## src/rtl/sdram_pkg.sv

```systemverilog
// Shared widths, timing, command encodings and pin bus structs for the SDRAM controller
package sdram_pkg;

    //////////////////////////////////////////////////
    // Widths
    //////////////////////////////////////////////////
    localparam int DATA_W = 16;
    localparam int ROW_W  = 13;
    localparam int COL_W  = 9;
    localparam int BANK_W = 2;
    localparam int TS_W   = 24;
    localparam int STEP_W = 4;

    // Timing in CLK_48MHZ cycles (20.8 ns each)
    localparam logic [STEP_W-1:0] T_RC  = 4'd4;
    localparam logic [STEP_W-1:0] T_RAS = 4'd3;
    localparam logic [STEP_W-1:0] T_RP  = 4'd2;

    // Must agree with the CAS field of MODE_REG
    localparam int CAS_LATENCY = 2;

    // Single-location write burst, CAS latency 2, burst length 1
    localparam logic [ROW_W-1:0]  MODE_REG  = 13'b0_0010_0010_0000;
    localparam logic [BANK_W-1:0] MODE_BANK = 2'd1;

    // A10 selects auto-precharge on column commands and all banks on PALL
    localparam int AP_BIT = 10;

    // Access step positions
    localparam logic [STEP_W-1:0] READ_CAPTURE_STEP = 4'd10;
    localparam logic [STEP_W-1:0] WRITE_LAST_STEP   = 4'd9;
    localparam logic [STEP_W-1:0] READ_LAST_STEP    = 4'd12;

    // Power-up step positions
    localparam logic [STEP_W-1:0] INIT_HOLD_STEP = T_RP + 4'd1;
    localparam logic [STEP_W-1:0] INIT_MRS_STEP  = INIT_HOLD_STEP + T_RC;
    localparam logic [STEP_W-1:0] INIT_SELF_STEP = INIT_MRS_STEP + 4'd2;
    localparam logic [STEP_W-1:0] INIT_DONE_STEP = INIT_SELF_STEP + 4'd1;

    // Power-up timestamp marks
    localparam logic [TS_W-1:0] TS_STABLE = 24'd2;
    localparam logic [TS_W-1:0] TS_INIT   = 24'd4;

    //////////////////////////////////////////////////
    // Types
    //////////////////////////////////////////////////
    typedef enum logic [1:0] {
        OP_IDLE  = 2'd0,
        OP_READ  = 2'd1,
        OP_WRITE = 2'd2
    } host_op_e;

    typedef struct packed {
        host_op_e          op;
        logic [BANK_W-1:0] bank;
        logic [ROW_W-1:0]  row;
        logic [COL_W-1:0]  col;
        logic [DATA_W-1:0] wdata;
    } host_req_t;

    typedef struct packed {
        logic cke;
        logic cs_n;
        logic ras_n;
        logic cas_n;
        logic we_n;
    } sdram_cmd_t;

    // Bit order cke, cs_n, ras_n, cas_n, we_n
    localparam sdram_cmd_t CMD_NOP     = 5'b10111;
    localparam sdram_cmd_t CMD_ACTV    = 5'b10011;
    localparam sdram_cmd_t CMD_READA   = 5'b10101;
    localparam sdram_cmd_t CMD_WRITA   = 5'b10100;
    localparam sdram_cmd_t CMD_PALL    = 5'b10010;
    localparam sdram_cmd_t CMD_MRS     = 5'b10000;
    localparam sdram_cmd_t CMD_SELF    = 5'b00001;
    localparam sdram_cmd_t CMD_SELFX   = 5'b10111;
    localparam sdram_cmd_t CMD_SR_HOLD = 5'b00111;

    typedef struct packed {
        sdram_cmd_t        cmd;
        logic [BANK_W-1:0] ba;
        logic [ROW_W-1:0]  addr;
        logic [1:0]        dqm;
        logic              dq_oe;
        logic [DATA_W-1:0] dq_out;
    } sdram_bus_t;

    // Device parked in self-refresh between accesses
    localparam sdram_bus_t BUS_PARKED = '{
        cmd:    CMD_SR_HOLD,
        ba:     '0,
        addr:   '0,
        dqm:    2'b11,
        dq_oe:  1'b0,
        dq_out: '0
    };

endpackage

```

## src/rtl/sdram_access_seq.sv

```systemverilog
// Read and write access sequencer, wakes the SDRAM for one word and parks it again
module sdram_access_seq (
    input  logic                  CLK_48MHZ,
    input  logic                  RESET,
    input  logic                  init_done,
    input  sdram_pkg::host_req_t  req,
    output sdram_pkg::sdram_bus_t acc_bus,
    output logic                  capture,
    output logic                  busy
);

    logic                           accept;
    logic                           is_read;
    logic [sdram_pkg::STEP_W-1:0]   step;
    logic [sdram_pkg::STEP_W-1:0]   last_step;
    logic [sdram_pkg::ROW_W-1:0]    col_addr;
    sdram_pkg::host_req_t           req_q;
    sdram_pkg::sdram_bus_t          step_bus;

    // New command taken only while idle and initialized
    assign accept = init_done && !busy &&
                    (req.op == sdram_pkg::OP_READ || req.op == sdram_pkg::OP_WRITE);

    assign is_read   = (req_q.op == sdram_pkg::OP_READ);
    assign last_step = is_read ? sdram_pkg::READ_LAST_STEP : sdram_pkg::WRITE_LAST_STEP;

    //////////////////////////////////////////////////
    // Command order per step
    //////////////////////////////////////////////////
    always_comb begin
        col_addr                      = '0;
        col_addr[sdram_pkg::COL_W-1:0] = req_q.col;
        col_addr[sdram_pkg::AP_BIT]   = 1'b1;

        step_bus = sdram_pkg::BUS_PARKED;
        if (step == 4'd0) begin
            step_bus.cmd = sdram_pkg::CMD_SELFX;
        end else if (step < sdram_pkg::T_RC) begin
            step_bus.cmd = sdram_pkg::CMD_NOP;
        end else if (step == sdram_pkg::T_RC) begin
            // Open the row
            step_bus.cmd  = sdram_pkg::CMD_ACTV;
            step_bus.ba   = req_q.bank;
            step_bus.addr = req_q.row;
            step_bus.dqm  = 2'b00;
        end else if (step < sdram_pkg::T_RC + sdram_pkg::T_RAS) begin
            step_bus.cmd = sdram_pkg::CMD_NOP;
            step_bus.ba  = req_q.bank;
            step_bus.dqm = 2'b00;
        end else if (step == sdram_pkg::T_RC + sdram_pkg::T_RAS) begin
            // Column access, auto-precharge closes the row
            step_bus.ba   = req_q.bank;
            step_bus.addr = col_addr;
            step_bus.dqm  = 2'b00;
            if (is_read) begin
                step_bus.cmd = sdram_pkg::CMD_READA;
            end else begin
                step_bus.cmd    = sdram_pkg::CMD_WRITA;
                step_bus.dq_oe  = 1'b1;
                step_bus.dq_out = req_q.wdata;
            end
        end else if (step < last_step) begin
            // Mask goes up on the cycle before SELF
            step_bus.cmd = sdram_pkg::CMD_NOP;
            step_bus.dqm = (step == last_step - 4'd1) ? 2'b11 : 2'b00;
        end else if (step == last_step) begin
            step_bus.cmd = sdram_pkg::CMD_SELF;
        end
    end

    //////////////////////////////////////////////////
    // Step counter and busy
    //////////////////////////////////////////////////
    always_ff @(negedge CLK_48MHZ) begin
        if (!RESET) begin
            busy    <= 1'b0;
            step    <= '0;
            capture <= 1'b0;
        end else begin
            capture <= busy && is_read && (step == sdram_pkg::READ_CAPTURE_STEP);
            if (accept) begin
                busy <= 1'b1;
                step <= 4'd1;
            end else if (busy) begin
                // Busy clears as SELF reaches the pins
                if (step == last_step + 4'd1) begin
                    busy <= 1'b0;
                    step <= '0;
                end else begin
                    step <= step + 4'd1;
                end
            end
        end
    end

    // Request held for the whole access
    always_ff @(negedge CLK_48MHZ) begin
        if (accept) begin
            req_q <= req;
        end
        if (busy || accept) begin
            acc_bus <= step_bus;
        end else begin
            acc_bus <= sdram_pkg::BUS_PARKED;
        end
    end

endmodule

```

## src/rtl/sdram_interface.sv

```systemverilog
// Top level of the single-word SDRAM controller, the board wrapper adds the DQ pad
module sdram_interface (
    input  logic                           CLK_48MHZ,
    input  logic                           RESET,
    input  logic [sdram_pkg::TS_W-1:0]     timestamp,
    input  sdram_pkg::host_req_t           req,
    input  logic [sdram_pkg::DATA_W-1:0]   dq_in,
    output logic                           sdram_clk,
    output logic                           cke,
    output logic                           cs_n,
    output logic                           ras_n,
    output logic                           cas_n,
    output logic                           we_n,
    output logic [sdram_pkg::BANK_W-1:0]   ba,
    output logic [sdram_pkg::ROW_W-1:0]    addr,
    output logic                           dqml,
    output logic                           dqmu,
    output logic [sdram_pkg::DATA_W-1:0]   dq_out,
    output logic                           dq_oe,
    output logic                           status,
    output logic [sdram_pkg::DATA_W-1:0]   data_read
);

    sdram_pkg::sdram_bus_t init_bus;
    sdram_pkg::sdram_bus_t acc_bus;
    logic                  init_done;
    logic                  clk_run;
    logic                  capture;
    logic                  busy;

    // Host must wait while low-level init or an access is running
    assign status = busy | ~init_done;

    sdram_power_up u_power_up (
        .CLK_48MHZ (CLK_48MHZ),
        .RESET     (RESET),
        .timestamp (timestamp),
        .init_bus  (init_bus),
        .clk_run   (clk_run),
        .init_done (init_done)
    );

    sdram_access_seq u_access_seq (
        .CLK_48MHZ (CLK_48MHZ),
        .RESET     (RESET),
        .init_done (init_done),
        .req       (req),
        .acc_bus   (acc_bus),
        .capture   (capture),
        .busy      (busy)
    );

    sdram_pin_stage u_pin_stage (
        .CLK_48MHZ (CLK_48MHZ),
        .RESET     (RESET),
        .init_done (init_done),
        .clk_run   (clk_run),
        .init_bus  (init_bus),
        .acc_bus   (acc_bus),
        .capture   (capture),
        .dq_in     (dq_in),
        .sdram_clk (sdram_clk),
        .cke       (cke),
        .cs_n      (cs_n),
        .ras_n     (ras_n),
        .cas_n     (cas_n),
        .we_n      (we_n),
        .ba        (ba),
        .addr      (addr),
        .dqml      (dqml),
        .dqmu      (dqmu),
        .dq_out    (dq_out),
        .dq_oe     (dq_oe),
        .data_read (data_read)
    );

endmodule

```

## src/rtl/sdram_pin_stage.sv

```systemverilog
// Output register stage for all SDRAM pins, with clock gating and read data capture
module sdram_pin_stage (
    input  logic                           CLK_48MHZ,
    input  logic                           RESET,
    input  logic                           init_done,
    input  logic                           clk_run,
    input  sdram_pkg::sdram_bus_t          init_bus,
    input  sdram_pkg::sdram_bus_t          acc_bus,
    input  logic                           capture,
    input  logic [sdram_pkg::DATA_W-1:0]   dq_in,
    output logic                           sdram_clk,
    output logic                           cke,
    output logic                           cs_n,
    output logic                           ras_n,
    output logic                           cas_n,
    output logic                           we_n,
    output logic [sdram_pkg::BANK_W-1:0]   ba,
    output logic [sdram_pkg::ROW_W-1:0]    addr,
    output logic                           dqml,
    output logic                           dqmu,
    output logic [sdram_pkg::DATA_W-1:0]   dq_out,
    output logic                           dq_oe,
    output logic [sdram_pkg::DATA_W-1:0]   data_read
);

    sdram_pkg::sdram_bus_t sel_bus;
    sdram_pkg::sdram_bus_t pin_bus;
    logic                  clk_run_q;

    // Power-up sequencer owns the pins until init is done
    assign sel_bus = init_done ? acc_bus : init_bus;

    // Falling-edge update keeps pins stable at the SDRAM rising edge
    always_ff @(negedge CLK_48MHZ) begin
        if (!RESET) begin
            pin_bus   <= '0;
            clk_run_q <= 1'b0;
        end else begin
            pin_bus   <= sel_bus;
            clk_run_q <= clk_run;
        end
    end

    // Read data valid CAS latency after READA
    always_ff @(negedge CLK_48MHZ) begin
        if (capture) begin
            data_read <= dq_in;
        end
    end

    // Gate only changes while CLK_48MHZ is low
    assign sdram_clk = CLK_48MHZ & clk_run_q;

    assign cke    = pin_bus.cmd.cke;
    assign cs_n   = pin_bus.cmd.cs_n;
    assign ras_n  = pin_bus.cmd.ras_n;
    assign cas_n  = pin_bus.cmd.cas_n;
    assign we_n   = pin_bus.cmd.we_n;
    assign ba     = pin_bus.ba;
    assign addr   = pin_bus.addr;
    assign dqml   = pin_bus.dqm[0];
    assign dqmu   = pin_bus.dqm[1];
    assign dq_out = pin_bus.dq_out;
    assign dq_oe  = pin_bus.dq_oe;

endmodule

```

## src/rtl/sdram_power_up.sv

```systemverilog
// Power-up sequencer paced by the timestamp, drives the pins until the SDRAM is initialized
module sdram_power_up (
    input  logic                         CLK_48MHZ,
    input  logic                         RESET,
    input  logic [sdram_pkg::TS_W-1:0]   timestamp,
    output sdram_pkg::sdram_bus_t        init_bus,
    output logic                         clk_run,
    output logic                         init_done
);

    logic [sdram_pkg::STEP_W-1:0] step;
    logic [sdram_pkg::TS_W-1:0]   ts_target;
    sdram_pkg::sdram_bus_t        step_bus;

    //////////////////////////////////////////////////
    // Pin values for the current step
    //////////////////////////////////////////////////
    always_comb begin
        step_bus     = '0;
        step_bus.cmd = sdram_pkg::CMD_NOP;
        step_bus.dqm = 2'b11;
        case (step)
            4'd0: begin
                if (timestamp < sdram_pkg::TS_STABLE) begin
                    // Power still settling, everything low
                    step_bus = '0;
                end else if (timestamp >= sdram_pkg::TS_INIT) begin
                    // Precharge all banks
                    step_bus.cmd                      = sdram_pkg::CMD_PALL;
                    step_bus.addr[sdram_pkg::AP_BIT] = 1'b1;
                end
            end
            sdram_pkg::T_RP: begin
                step_bus.cmd = sdram_pkg::CMD_SELF;
            end
            sdram_pkg::INIT_HOLD_STEP: begin
                // Self-refresh runs for one timestamp step
                if (timestamp == ts_target) begin
                    step_bus.cmd = sdram_pkg::CMD_SELFX;
                end else begin
                    step_bus.cmd = sdram_pkg::CMD_SR_HOLD;
                end
            end
            sdram_pkg::INIT_MRS_STEP: begin
                step_bus.cmd  = sdram_pkg::CMD_MRS;
                step_bus.ba   = sdram_pkg::MODE_BANK;
                step_bus.addr = sdram_pkg::MODE_REG;
            end
            sdram_pkg::INIT_SELF_STEP: begin
                // Park in self-refresh
                step_bus.cmd = sdram_pkg::CMD_SELF;
            end
            sdram_pkg::INIT_DONE_STEP: begin
                step_bus = sdram_pkg::BUS_PARKED;
            end
            default: begin
                step_bus.cmd = sdram_pkg::CMD_NOP;
            end
        endcase
    end

    //////////////////////////////////////////////////
    // Step counter and done flag
    //////////////////////////////////////////////////
    always_ff @(negedge CLK_48MHZ) begin
        if (!RESET) begin
            step      <= '0;
            ts_target <= '0;
            clk_run   <= 1'b0;
            init_done <= 1'b0;
            init_bus  <= '0;
        end else begin
            init_bus <= step_bus;

            // SDRAM clock released once power is stable, then left running
            if (timestamp >= sdram_pkg::TS_STABLE) begin
                clk_run <= 1'b1;
            end

            // Self-refresh exit target, one timestamp past SELF entry
            if (step == sdram_pkg::T_RP) begin
                ts_target <= timestamp + sdram_pkg::TS_W'(1);
            end

            case (step)
                4'd0: begin
                    if (timestamp >= sdram_pkg::TS_INIT) begin
                        step <= step + 4'd1;
                    end
                end
                sdram_pkg::INIT_HOLD_STEP: begin
                    if (timestamp == ts_target) begin
                        step <= step + 4'd1;
                    end
                end
                sdram_pkg::INIT_DONE_STEP: begin
                    // One edge after SELF, so status falls with SELF on the pins
                    init_done <= 1'b1;
                end
                default: begin
                    step <= step + 4'd1;
                end
            endcase
        end
    end

endmodule

```

## config.mk

```make
export PLATFORM = sky130hd
export DESIGN_NAME = sdram_interface
export DESIGN_NICKNAME = d
export VERILOG_FILES = /design/src/rtl/sdram_pkg.sv /design/src/rtl/sdram_access_seq.sv /design/src/rtl/sdram_interface.sv /design/src/rtl/sdram_pin_stage.sv /design/src/rtl/sdram_power_up.sv
export SDC_FILE = /design/constraint.sdc
export NUM_CORES = 1
export LEC_CHECK = 0
export BUFFER_PORTS_ARGS = -buffer_cell sky130_fd_sc_hd__buf_2
export CELL_PAD_IN_SITES_DETAIL_PLACEMENT = 0
export CELL_PAD_IN_SITES_GLOBAL_PLACEMENT = 1
export CORE_MARGIN = 2
export CORE_UTILIZATION = 40
export CTS_BUF_LIST = sky130_fd_sc_hd__clkbuf_4
export CTS_CLUSTER_DIAMETER = 60
export DETAILED_ROUTE_END_ITERATION = 7
export PLACE_DENSITY_LB_ADDON = 0.1
export SLEW_MARGIN = 15
export SYNTH_ARGS = -nofsm -noshare
export SYNTH_HDL_FRONTEND = slang
export SYNTH_SLANG_ARGS = --single-unit
```

## constraint.sdc

```tcl
create_clock -name CLK_48MHZ -period 2.25 [get_ports CLK_48MHZ]
set_input_delay 0.1125 -clock CLK_48MHZ [delete_from_list [all_inputs] [get_ports CLK_48MHZ]]
set_output_delay 0.1125 -clock CLK_48MHZ [all_outputs]
set_load 0.02 [all_outputs]
```

==> impl_results.md <==
- Outcome: finished, violations left
- Failing checks: setup timing
- Worst-path clk slew: 0.06 ns
- Synth unique cells: 45
- Post-Synth Simple-Gate Area: 0.154
- Sequential Power Share: 0.480
- Largest family of logic cells by synthesized area: simple AND/OR/NAND/NOR gates
- Ys Warns: 0
- Filler Cells Inserted: approximately 1500
- Drt initial violations: 200
- GRT Total Usage: 0.182
- Worst VDD drop: around 0.00045 V
- Post-synthesis compound-gate area fraction: 0.0747
- Storage cell area: 4150 um^2
- Post-synthesis async set-or-reset flop share: 0
- Routability cong.: 0.856
- Post-route setup slack: -0.258 ns
- Skew-Pair Late Insertion Delay: 0.70 ns
- Synthesized flop and latch total: 176
- Mux share of post-synthesis cell area: 0.0125
- Via count: 5319
- Post-synth EDFFs: between 50 and 60
- DR WL/cell: 13.2 um
- PwrDens: a little under 800 nW/um^2
- Most frequent cells in the layout: inv_1, buf_2, dfxtp_1, buf_4, edfxtp_1
- Post-CTS Hold Buffers: 0
- Post-synth top flop: dfxtp_1
- CP endpoint kind: output port
- CP startpoint kind: flop
- Initial antenna violation count: 1
- Syn-to-layout area delta: 43.8%
- Reg2reg setup slack: 0.21 ns
- Antenna Nets Post-Route: 0
- Initial Utilization: 0.407
- Hpwl dp: between 10000 and 15000 um
- RSZ-0062 raised after global routing: true
- Synth Area in Adders: 0.0215
- Slew Viols, Final: 0
- Worst Path Max Fanout: 2
- Count of input and output buffers: 139
- CP required: 2.14 ns
- GRT overflow: 0
- Syn avg cell area: 11.5 um^2
- CTS tree: yes
- Slew headroom: 0.538
- Most common cell after layout, fill and taps aside: inv_1
- # Max-Cap Violations: 0
- Pwr Total: 7.23 mW
- Crit-path cells: inv_2 > nand2_2 > buf_6
- P_sw: 2.43 mW
- Post-Synthesis Cells: approximately 560
- Vias in the first global route: 5533
- Seq/Total Area, Yosys: 0.640
- Die X: 131 um
- First-pass GRT wire length: 24000 um
- Setup CP Type: reg -> out
- Hold WC Path Type: reg -> reg
- FP Rows: 46
- Boundary Pins: 141
- Xor/xnor share of the synthesized area: 0.0683
- Placed inst area: 7840 um^2
- Switching Share: 0.337
- Clock power share: 0.433
- Core box area: 15800 um^2
- Final Cell Area: 9230 um^2
- Final Setup Violations: 57
- Slowest-stage cell, CP: dfxtp_2
- DIE HEIGHT: between 100 and 150 um
- Cell Area, Synth: 6410 um^2
- Multi-input gate area: approximately 2200 um^2
- CP Data Arrival Time: 2.40 ns
- Clock skew: 0.0313 ns
- Net Count, Synth: about 650
- Worst-margin pin slew: 0.675 ns
- Drt via density: about 4.6
- Comb pwr share: 0.087
- First-pass DRT Iterations: 4
- Final WL: roughly 15000 um
- Final nets: 1021
- Largest net degree at the start of global routing: 49
- CP max stage delay: 0.32 ns
- Cell-internal power: ~4.8 mW
- Hold Fails Final Rpt: 0
- Die area: ~17000 um^2
- Layout cells sized above 1: 0.315
- Leak: 4.38 nW
- Finished Core Util: 0.585
- Drt drc: 0
-- sequential cells by signal (all words and copies together), names as in the netlist, 2 cells and up --
signal / cells
u_access_seq.acc_bus: 37
u_access_seq.col_addr: 9
u_access_seq.req_q: 33
u_access_seq.step: 4
u_pin_stage.addr: 13
u_pin_stage.ba: 2
u_pin_stage.data_read: 16
u_pin_stage.dq_out: 16
u_power_up.init_bus: 7
u_power_up.step: 4
u_power_up.ts_target: 24
-- synth_stat cells, drive strengths merged, types with 13 or more instances --
cell      n  area [um^2]
dfxtp   118         2360
edfxtp   58         1740
nor2     51          199
xnor2    38          333
and3     37          231
nand2    31          116
clkbuf   26         97.6
a21oi    25          125
and2     23          144
o21ai    20          100
inv      15         56.3
a211oi   13         97.6
nand4    13         81.3
-- layer usage --
| layer | wire length [um] | GRT usage | part of all wire |
|---|---|---|---|
| met4 | 150 | 0.111 | 0.0098 |
| met3 | 742 | 0.0741 | 0.048 |
| met2 | 7200 | 0.267 | 0.47 |
| met1 | 7210 | 0.224 | 0.47 |
| met5 | 0 | 0 | 0 |
-- cell type report --
| class | instances | area share |
|---|---|---|
| multi-input combinational | 337 | 0.242 |
| timing repair buffer | 200 | 0.163 |
| tap | 216 | 0.0293 |
| clock buffer | 21 | 0.0175 |
| sequential | 176 | 0.450 |
| inverter | 14 | 0.00610 |
| clock inverter | 191 | 0.0913 |
| antenna | 2 | 0.000543 |
-- what timing repair did --
action                     4_1_cts  5_1_grt
buffers inserted                 1        0
gates resized for setup        122       24
setup endpoints to repair       57       59
-- power groups by stage --
stage | logic (mW) | clock network [mW] | registers (mW)
4_1_cts | 0.628 | 3.31 | 3.47
2_1_floorplan | 0.342 | 0.483 | 3.52
3_3_place_gp | 0.597 | 0.487 | 3.52
3_5_place_dp | 0.609 | 0.487 | 3.52
5_1_grt | 0.703 | 3.65 | 3.48
6_report | 0.629 | 3.13 | 3.47
-- critical path, delay by kind of cell (launching register included) --
| family | cells | cell delay (ns) |
|---|---|---|
| buf+inv | 2 | 0.19 |
| simple gates | 1 | 0.07 |
| flops | 1 | 0.32 |
-- per-stage QoR --
stage	hold WS, ns	TNS, ns	cells	worst slack [ns]
4_1_cts	0.425	-9.78	1155	-0.291
6_report	0.425	-7.07	1157	-0.258
2_1_floorplan	0.328	-14.52	559	-0.410
3_5_place_dp	0.354	-19.91	944	-0.674
5_1_grt	0.439	-12.33	1157	-0.372
3_3_place_gp	0.354	-17.44	944	-0.632
-- worst paths after layout --
kind | startpoint | depth (start not counted) | end
max | u_access_seq.busy | 3 | status
min | u_access_seq.req_q[5] | 1 | u_access_seq.acc_bus[5]
max reg2reg | u_access_seq.req_q[41] | 5 | u_access_seq.acc_bus[35]
min reg2reg | u_access_seq.req_q[5] | 1 | u_access_seq.acc_bus[5]
-- cells by family (layout without fill, tap and decap cells) --
logic type / after synthesis / in the layout
AOI/OAI and AO/OA: 79 / 79
DFF: 176 / 176
xor gates and xnor gates: 50 / 50
other: 1 / 3
and+or+nand+nor: 188 / 188
muxes: 8 / 8
adders and majority gates: 11 / 11
buffers and inverters: 46 / 426
(Power assumes the default switching activity.)
